--- config.mk ---
export PLATFORM = sky130hd
export DESIGN_NAME = spriteRender
export DESIGN_NICKNAME = d
export VERILOG_FILES = /design/src/hw/spritePkg.sv /design/src/hw/attackSprite.sv /design/src/hw/keyDecode.sv /design/src/hw/pixelCompose.sv /design/src/hw/playerMotion.sv /design/src/hw/spriteRender.sv
export SDC_FILE = /design/constraint.sdc
export NUM_CORES = 1
export LEC_CHECK = 0
export BUFFER_PORTS_ARGS = -buffer_cell sky130_fd_sc_hd__buf_4
export CAP_MARGIN = 20
export CORE_MARGIN = 3
export CORE_UTILIZATION = 55
export DETAILED_ROUTE_END_ITERATION = 12
export GPL_TIMING_DRIVEN = 0
export HOLD_SLACK_MARGIN = 0.15
export PLACE_DENSITY = 0.79
export SYNTH_ARGS = -nofsm -noshare
export SYNTH_HDL_FRONTEND = slang
export SYNTH_SLANG_ARGS = --single-unit
export TNS_END_PERCENT = 30
--- constraint.sdc ---
create_clock -name Clk -period 3.89 [get_ports Clk]
set_input_delay 0.1945 -clock Clk [delete_from_list [all_inputs] [get_ports Clk]]
set_output_delay 0.1945 -clock Clk [all_outputs]
set_load 0.05 [all_outputs]
--- src/hw/spritePkg.sv ---
// Shared types and constants for the sprite layer
// Coordinates are 9 bits, so frame dimensions must stay below 512
// Sprite ROM addressing assumes a 16x16 sprite, 8-bit address

package spritePkg;

    // Edge length of the player sprite and the attack tiles
    localparam int SpriteSize = 16;

    // USB HID keycodes used by the game
    localparam logic [7:0] KeySpace = 8'd44;
    localparam logic [7:0] KeyW     = 8'd26;
    localparam logic [7:0] KeyA     = 8'd4;
    localparam logic [7:0] KeyS     = 8'd22;
    localparam logic [7:0] KeyD     = 8'd7;

    typedef logic [8:0] coordT;

    typedef enum logic [1:0] {
        Down  = 2'd0,
        Left  = 2'd1,
        Up    = 2'd2,
        Right = 2'd3
    } dirT;

    typedef enum logic [1:0] {
        Background = 2'd0,
        Player     = 2'd1,
        Attack     = 2'd2
    } layerT;

    // Decoded key for one frame tick
    typedef struct packed {
        logic move;
        dirT  moveDir;
        logic attack;
    } actionT;

    typedef struct packed {
        coordT playerX;
        coordT playerY;
        dirT   facing;
        logic  attackOn;
    } gameStateT;

    typedef struct packed {
        coordT x;
        coordT y;
    } scanPosT;

    // Layer code plus sprite ROM address, colour lookup is downstream
    typedef struct packed {
        layerT      layer;
        logic [7:0] spriteAddr;
    } hitT;

    typedef struct packed {
        scanPosT pos;
        hitT     hit;
        logic    last;
    } pixelT;

endpackage

--- src/hw/attackSprite.sv ---
// Per-pixel hit test for the player box and the attack strip
// Purely combinational, result is valid in the cycle scanPos is given
// Strip shape follows the facing direction, attack wins over player

module attackSprite import spritePkg::*; #(
    parameter int AttackLength = 64
) (
    input  gameStateT state,
    input  scanPosT   scanPos,
    output hitT       hit
);

    localparam int TileMask = SpriteSize - 1;

    // All geometry in int so edge comparisons never wrap
    int   px;
    int   py;
    int   bx;
    int   by;
    int   ax;
    int   ay;
    int   dx;
    int   dy;
    int   stripAddr;
    int   boxAddr;
    logic inStrip;
    logic inBox;

    assign px = int'(scanPos.x);
    assign py = int'(scanPos.y);
    assign bx = int'(state.playerX);
    assign by = int'(state.playerY);

    // Strip anchor moves past the sprite for Down and Right
    always_comb begin
        ax = bx;
        ay = by;
        if (state.facing == Right) begin
            ax = bx + SpriteSize;
        end
        if (state.facing == Down) begin
            ay = by + SpriteSize;
        end
    end

    assign dx = px - ax;
    assign dy = py - ay;

    always_comb begin
        inStrip   = 1'b0;
        stripAddr = 0;
        case (state.facing)
            Down: begin
                inStrip = (px >= ax) && (px < ax + SpriteSize) &&
                          (py >= ay) && (py < ay + AttackLength);
                stripAddr = dx + (dy & TileMask) * SpriteSize;
            end
            Left: begin
                // Covers the sprite column as well as the reach to the left
                inStrip = (px + AttackLength >= ax) && (px < ax + SpriteSize) &&
                          (py >= ay) && (py < ay + SpriteSize);
                stripAddr = ((ax - px) & TileMask) + dy * SpriteSize;
            end
            Up: begin
                inStrip = (px >= ax) && (px < ax + SpriteSize) &&
                          (py + AttackLength >= ay) && (py < ay + SpriteSize);
                stripAddr = dx + ((ay - py) & TileMask) * SpriteSize;
            end
            Right: begin
                inStrip = (px >= ax) && (px < ax + AttackLength) &&
                          (py >= ay) && (py < ay + SpriteSize);
                stripAddr = (dx & TileMask) + dy * SpriteSize;
            end
            default: begin
            end
        endcase
    end

    // Player box sits at the raw player position
    assign inBox = (px >= bx) && (px < bx + SpriteSize) &&
                   (py >= by) && (py < by + SpriteSize);
    assign boxAddr = (px - bx) + (py - by) * SpriteSize;

    always_comb begin
        if (state.attackOn && inStrip) begin
            hit.layer      = Attack;
            hit.spriteAddr = 8'(stripAddr);
        end else if (inBox) begin
            hit.layer      = Player;
            hit.spriteAddr = 8'(boxAddr);
        end else begin
            hit.layer      = Background;
            hit.spriteAddr = '0;
        end
    end

endmodule

--- src/hw/keyDecode.sv ---
// Frame tick edge detection and keycode decode
// frameTick is treated as asynchronous and passes one sync flop first
// Edges arriving while a frame is still rendering are dropped

module keyDecode import spritePkg::*; (
    input  logic       Clk,
    input  logic       rst,
    input  logic       frameTick,
    input  logic [7:0] keycode,
    input  logic       busy,
    output logic       tickAccept,
    output actionT     action
);

    logic   tickSync;
    logic   tickPrev;
    logic   tickEdge;
    actionT decoded;

    assign tickEdge = tickSync & ~tickPrev;

    // Only WASD move, only space attacks
    always_comb begin
        decoded = '0;
        case (keycode)
            KeyW: begin
                decoded.move    = 1'b1;
                decoded.moveDir = Up;
            end
            KeyA: begin
                decoded.move    = 1'b1;
                decoded.moveDir = Left;
            end
            KeyS: begin
                decoded.move    = 1'b1;
                decoded.moveDir = Down;
            end
            KeyD: begin
                decoded.move    = 1'b1;
                decoded.moveDir = Right;
            end
            KeySpace: decoded.attack = 1'b1;
            default: begin
            end
        endcase
    end

    always_ff @(posedge Clk) begin
        if (rst) begin
            tickSync   <= 1'b0;
            tickPrev   <= 1'b0;
            tickAccept <= 1'b0;
        end else begin
            tickSync   <= frameTick;
            tickPrev   <= tickSync;
            tickAccept <= tickEdge & ~busy;
        end
    end

    // Action is sampled with the edge, read only on tickAccept
    always_ff @(posedge Clk) begin
        if (tickEdge) begin
            action <= decoded;
        end
    end

endmodule

--- src/hw/pixelCompose.sv ---
// Raster walker with credit-based output to the line buffer
// The consumer must take every valid pixel and return one credit each
// creditReturn must never exceed the pixels actually sent

module pixelCompose import spritePkg::*; #(
    parameter int FrameWidth  = 320,
    parameter int FrameHeight = 240,
    parameter int CreditDepth = 8
) (
    input  logic    Clk,
    input  logic    rst,
    input  logic    frameStart,
    input  hitT     hit,
    input  logic    creditReturn,
    output scanPosT scanPos,
    output logic    busy,
    output logic    pixelValid,
    output pixelT   pixel
);

    localparam int    CreditWidth = $clog2(CreditDepth + 1);
    localparam coordT LastX       = coordT'(FrameWidth - 1);
    localparam coordT LastY       = coordT'(FrameHeight - 1);

    coordT                  scanX;
    coordT                  scanY;
    logic                   active;
    logic [CreditWidth-1:0] credits;
    logic                   issue;
    logic                   lastPos;

    assign scanPos.x = scanX;
    assign scanPos.y = scanY;

    // First position goes out in the frameStart cycle itself
    assign issue   = (active | frameStart) & (credits != '0);
    assign lastPos = (scanX == LastX) && (scanY == LastY);

    // Busy until the pixel carrying last has left
    assign busy = active | frameStart | pixelValid;

    always_ff @(posedge Clk) begin
        if (rst) begin
            credits <= CreditWidth'(CreditDepth);
        end else begin
            case ({issue, creditReturn})
                2'b10:   credits <= credits - 1'b1;
                2'b01:   credits <= credits + 1'b1;
                default: credits <= credits;
            endcase
        end
    end

    // Raster counters rest at the origin between frames
    always_ff @(posedge Clk) begin
        if (rst) begin
            active <= 1'b0;
            scanX  <= '0;
            scanY  <= '0;
        end else begin
            if (frameStart) begin
                active <= 1'b1;
            end
            if (issue) begin
                if (scanX == LastX) begin
                    scanX <= '0;
                    if (scanY == LastY) begin
                        scanY  <= '0;
                        active <= 1'b0;
                    end else begin
                        scanY <= scanY + 1'b1;
                    end
                end else begin
                    scanX <= scanX + 1'b1;
                end
            end
        end
    end

    always_ff @(posedge Clk) begin
        if (rst) begin
            pixelValid <= 1'b0;
        end else begin
            pixelValid <= issue;
        end
    end

    always_ff @(posedge Clk) begin
        if (issue) begin
            pixel.pos  <= scanPos;
            pixel.hit  <= hit;
            pixel.last <= lastPos;
        end
    end

endmodule

--- src/hw/playerMotion.sv ---
// Player position, facing and attack state
// Updated once per accepted tick, frameStart follows one cycle later
// Position is clamped so the whole sprite stays on screen

module playerMotion import spritePkg::*; #(
    parameter int FrameWidth  = 320,
    parameter int FrameHeight = 240,
    parameter int StepSize    = 2
) (
    input  logic      Clk,
    input  logic      rst,
    input  logic      tickAccept,
    input  actionT    action,
    output gameStateT state,
    output logic      frameStart
);

    localparam int MaxX = FrameWidth - SpriteSize;
    localparam int MaxY = FrameHeight - SpriteSize;

    // Player starts centred on screen
    localparam coordT StartX = coordT'(FrameWidth / 2 - SpriteSize / 2);
    localparam coordT StartY = coordT'(FrameHeight / 2 - SpriteSize / 2);

    gameStateT nextState;

    // Widened add so a step past either edge clamps instead of wrapping
    function automatic coordT stepClamp(coordT pos, int delta, int maxPos);
        int target;
        target = int'(pos) + delta;
        if (target < 0) begin
            return '0;
        end else if (target > maxPos) begin
            return coordT'(maxPos);
        end
        return coordT'(target);
    endfunction

    always_comb begin
        nextState = state;
        // Attack lasts one frame and is not implied by a move
        nextState.attackOn = action.attack;
        if (action.move) begin
            nextState.facing = action.moveDir;
            case (action.moveDir)
                Down:  nextState.playerY = stepClamp(state.playerY, StepSize, MaxY);
                Up:    nextState.playerY = stepClamp(state.playerY, -StepSize, MaxY);
                Left:  nextState.playerX = stepClamp(state.playerX, -StepSize, MaxX);
                Right: nextState.playerX = stepClamp(state.playerX, StepSize, MaxX);
                default: begin
                end
            endcase
        end
    end

    always_ff @(posedge Clk) begin
        if (rst) begin
            state.playerX  <= StartX;
            state.playerY  <= StartY;
            state.facing   <= Down;
            state.attackOn <= 1'b0;
            frameStart     <= 1'b0;
        end else begin
            frameStart <= tickAccept;
            if (tickAccept) begin
                state <= nextState;
            end
        end
    end

endmodule

--- src/hw/spriteRender.sv ---
// Sprite layer top level, one frame per rising edge of frameTick
// Output is a stream of layer code plus ROM address per pixel
// FrameWidth and FrameHeight must be at least SpriteSize and below 512

module spriteRender import spritePkg::*; #(
    parameter int FrameWidth   = 320,
    parameter int FrameHeight  = 240,
    parameter int AttackLength = 64,
    parameter int StepSize     = 2,
    parameter int CreditDepth  = 8
) (
    input  logic       Clk,
    input  logic       rst,
    input  logic       frameTick,
    input  logic [7:0] keycode,
    input  logic       creditReturn,
    output logic       pixelValid,
    output pixelT      pixel
);

    logic      tickAccept;
    actionT    action;
    gameStateT state;
    logic      frameStart;
    logic      busy;
    scanPosT   scanPos;
    hitT       hit;

    keyDecode keyDecode_i (
        .Clk        (Clk),
        .rst        (rst),
        .frameTick  (frameTick),
        .keycode    (keycode),
        .busy       (busy),
        .tickAccept (tickAccept),
        .action     (action)
    );

    playerMotion #(
        .FrameWidth  (FrameWidth),
        .FrameHeight (FrameHeight),
        .StepSize    (StepSize)
    ) playerMotion_i (
        .Clk        (Clk),
        .rst        (rst),
        .tickAccept (tickAccept),
        .action     (action),
        .state      (state),
        .frameStart (frameStart)
    );

    attackSprite #(
        .AttackLength (AttackLength)
    ) attackSprite_i (
        .state   (state),
        .scanPos (scanPos),
        .hit     (hit)
    );

    pixelCompose #(
        .FrameWidth  (FrameWidth),
        .FrameHeight (FrameHeight),
        .CreditDepth (CreditDepth)
    ) pixelCompose_i (
        .Clk          (Clk),
        .rst          (rst),
        .frameStart   (frameStart),
        .hit          (hit),
        .creditReturn (creditReturn),
        .scanPos      (scanPos),
        .busy         (busy),
        .pixelValid   (pixelValid),
        .pixel        (pixel)
    );

endmodule

==> summary.md <==
| Metric | Value |
|---|---|
| Largest net degree at the start of global routing | `33` |
| Synth Area in Compound Gates | `20.54%` |
| First-pass GRT wire length | `about 29 mm` |
| Post-Synthesis Cells | `841` |
| Tightest Hold Check Type | `input port to flip-flop` |
| Commonest non-fill, non-tap cells in the layout | `ha_1, a21oi_1, buf_4, nor2_1, nand2_1` |
| R2R setup slack | `0.13 ns` |
| Root buf cell | `clkbuf_16` |
| Synth async-reset ratio | `0%` |
| Crit path required time | `4.00 ns` |
| CTS tree | `done` |
| Crit path time final | `3.762 ns` |
| Leading area contributor after synthesis | `ha_1` |
| Drt pass-1 iters | `5` |
| ANT nets after route | `0` |
| Slew Limit Fails | `0` |
| Die area | `14600 sq um` |
| Switching power total | `around 670 uW` |
| Hpwl dp | `about 13 mm` |
| Initial antenna violation count | `1` |
| Post-Place Cells | `1056` |
| Fin Clk Skew | `0.01448 ns` |
| GR Overflow Total | `0` |
| Synth top area cells | `ha_1, edfxtp_1, dfxtp_1` |
| Combinational share of power | `22.2%` |
| P_int | `between 1.5 and 2 mW` |
| Via-to-Cell Ratio | `5.975` |
| CP Capture Type | `flip-flop` |
| Rows | `41` |
| Simple-Gate Fraction of Synth Area | `around 18%` |
| WP data arrival | `3.88 ns` |
| PortBufs | `40` |
| Drt drc | `0` |
| Vias | `6543` |
| Clk sinks | `80` |
| Die Y | `120.8 microns` |
| Final Hold Vio Count | `0` |
| Top cell type's share of synthesized area | `16.38%` |
| EDFF count, synth | `33` |
| Layout overhead on the synthesized area | `17.71%` |
| Slew headroom | `between 40% and 50%` |
| TritonCTS Buffers | `9` |
| Synth Register Bits | `80` |
| Ys flop type | `dfxtp_1` |
| Initial Utilization | `56.79%` |
| VDD IR-drop max | `between 0.2 and 0.25 mV` |
| Fraction of layout cells with a size suffix above 1 | `~17%` |
| Sequential share of power | `41.8%` |
| Post-synthesis sequential area ratio | `26.63%` |
| Final #Nets | `a little over 1000` |
| Startpoint types | `flip-flop` |
| Hold_ws | `0.1728 ns` |
| Clock power frac | `36.0%` |
| Fin crit share | `a little over nine tenths` |
| Setup_tns | `0 ns` |
| Pwr Density | `259.0 nW/um^2` |
| GP Congestion | `0.9369` |
| Commonest non-fill, non-tap cell in the layout | `ha_1` |
| Post-Route WL | `between 15 and 20 mm` |
| Ys Warns | `0` |
| Post-Synth Adder-Cell Area | `19.83%` |
| Post-Synth XOR/XNOR Area | `8.572%` |
| Netlist cell types | `81` |
| Fmax | `~270 MHz` |
| Outcome | `complete, no violations` |
| Clk slew on worst S/H paths | `0.06 ns` |
| Finished Layout Cells | `1095` |
| Syn Area/Cell | `8.626 sq um` |
| Die Width | `120.8 microns` |
| Maxcap violations | `0` |
| Mux cell area share after synthesis | `1.121%` |
| Vias in the first global route | `around 6200` |
| Maximum level of the CTS H-tree | `3` |
| Switching portion of total power | `30.48%` |
| WL/cell | `roughly 16 microns` |
| CORE AREA | `between 10000 and 15000 sq um` |
| Final Power | `approximately 2.2 mW` |
| Final setup vio count | `0` |
| Ant. Diodes | `0` |
| GRT Resource Usage Total | `24.77%` |
| Mapped cell area | `7254 sq um` |
| I/O Pins | `42` |
| Slew @ Worst Pin | `0.8481 ns` |
| Clk Latency, worst-skew pair | `0.36 ns` |
| Pleak | `approximately 3.5 nW` |
| Crit path max fanout | `5` |
| Drt first-iter violations | `roughly 440` |
| Crit Path Category | `flip-flop to flip-flop` |
| Dominant combinational cell family by area after synthesis | `compound AO/OA/AOI/OAI gates` |
| Clk buf depth | `2` |
[worst paths after layout]
check                                                     startpoint                                 to  cells after the start
worst min register to register       keyDecode_i.tickSync$_SDFF_PP0_    keyDecode_i.tickPrev$_SDFF_PP0_                      1
worst min-delay path                                      keycode[0]    keyDecode_i.action[0]$_DFFE_PP_                      2
worst max register to register  playerMotion_i.state[7]$_SDFFE_PP1P_  pixelCompose_i.pixel[2]$_DFFE_PP_                     17
worst max-delay path            playerMotion_i.state[7]$_SDFFE_PP1P_  pixelCompose_i.pixel[2]$_DFFE_PP_                     17
[synth_stat cells, drive strengths merged (4+ instances only)]
cell type  number
o21ai          42
xor2           19
nand2          56
dfxtp          47
o2111ai         4
and2            8
nand4           8
nor2           67
edfxtp         33
o31ai           8
nor2b           7
mux2i           7
a21boi          4
a21o           10
a211oi          7
a211o           4
o21bai          5
nand3          35
or3             9
and3           11
nor4            6
o22ai          18
o211ai          9
nor3           14
a31oi          12
fa             12
clkbuf         13
buf            17
or2             6
o21a           10
nand2b          9
a21oi          73
ha             95
inv            58
xnor2          52
[per-stage QoR]
| stage | worst slack [ns] | util [%] | instance area, sq um |
|---|---|---|---|
| detailed placement | -0.5596 | 60.96 | 7786 |
| floorplan | 0.004766 | - | 7263 |
| global placement | -0.5084 | 60.90 | 7779 |
| CTS | 0.001239 | 64.29 | 8212 |
| global route | -0.05747 | 66.85 | 8539 |
| finish | 0.1279 | 66.85 | 8539 |
[metal layers]
metal / share of wire [%] / GRT usage, % / vias to the layer above
met4: 3.2 / 10.76 / 2
met3: 5.6 / 5.987 / 47
met1: 44 / 31.16 / 3102
met5: 0.072 / 0 / -
li1: - / - / 3199
met2: 47 / 40.43 / 193
[area by class of cell]
type / count / area [sq um]
Tap cell: 172 / 215.2
Multi-Input combinational cell: 672 / 5152
Buffer: 28 / 180.2
Fill cell: 1048 / 4234
Timing Repair Buffer: 66 / 518.0
Sequential cell: 80 / 1948
Clock buffer: 10 / 229.0
Clock inverter: 6 / 45.04
Inverter: 61 / 251.5
[kinds of logic after synthesis]
| kind of cell | Yosys count |
|---|---|
| multiplexers | 8 |
| adder cells (fa/ha/maj) | 108 |
| XOR/XNOR | 71 |
| AND/OR/NAND/NOR | 251 |
| flip-flops | 80 |
| buffers and inverters | 91 |
| AO/OA/AOI/OAI | 231 |
| other | 1 |
[worst max-delay path, cell delays in order (launching register included)]
cell and delay, ns:
dfxtp_4 0.41, clkinvlp_4 0.15, ha_1 0.31, inv_1 0.10, o21ai_2 0.17, ha_2 0.22
nand2_1 0.07, xnor2_1 0.12, ha_1 0.20, or4_1 0.50, a21oi_1 0.13, o21ai_1 0.09
o2111ai_2 0.12, a31oi_1 0.14, o22ai_2 0.22, nand4_4 0.18, mux2i_1 0.16, a32o_1 0.22
[state kept, by name, indices dropped and copies added (netlist names)]
| register | cells |
|---|---|
| pixelCompose_i.pixel | 29 |
| playerMotion_i.state | 19 |
| pixelCompose_i.scanX | 9 |
| pixelCompose_i.scanY | 9 |
| keyDecode_i.action | 4 |
| pixelCompose_i.credits | 4 |
| keyDecode_i.tickAccept | 1 |
| keyDecode_i.tickPrev | 1 |
| keyDecode_i.tickSync | 1 |
| pixelCompose_i.active | 1 |
| pixelCompose_i.pixelValid | 1 |
| playerMotion_i.frameStart | 1 |
[power by group through the flow]
stage	clock network, mW	registers [mW]	logic [mW]
floorplan	0	0.972	0.313
global placement	0	0.944	0.436
detailed placement	0	0.945	0.448
CTS	0.805	0.925	0.459
global route	0.845	0.927	0.542
finish	0.796	0.924	0.491
[repair_timing]
item | 4_1_cts | 5_1_grt
buffers inserted | 7 | 16
endpoints found under the setup margin | 10 | 9
endpoints found under the hold margin | 1 | 0
gates resized for setup | 26 | 43
hold buffers | 1 | 0
pin swaps | 5 | 12
Power figures use the tool's default switching activity.
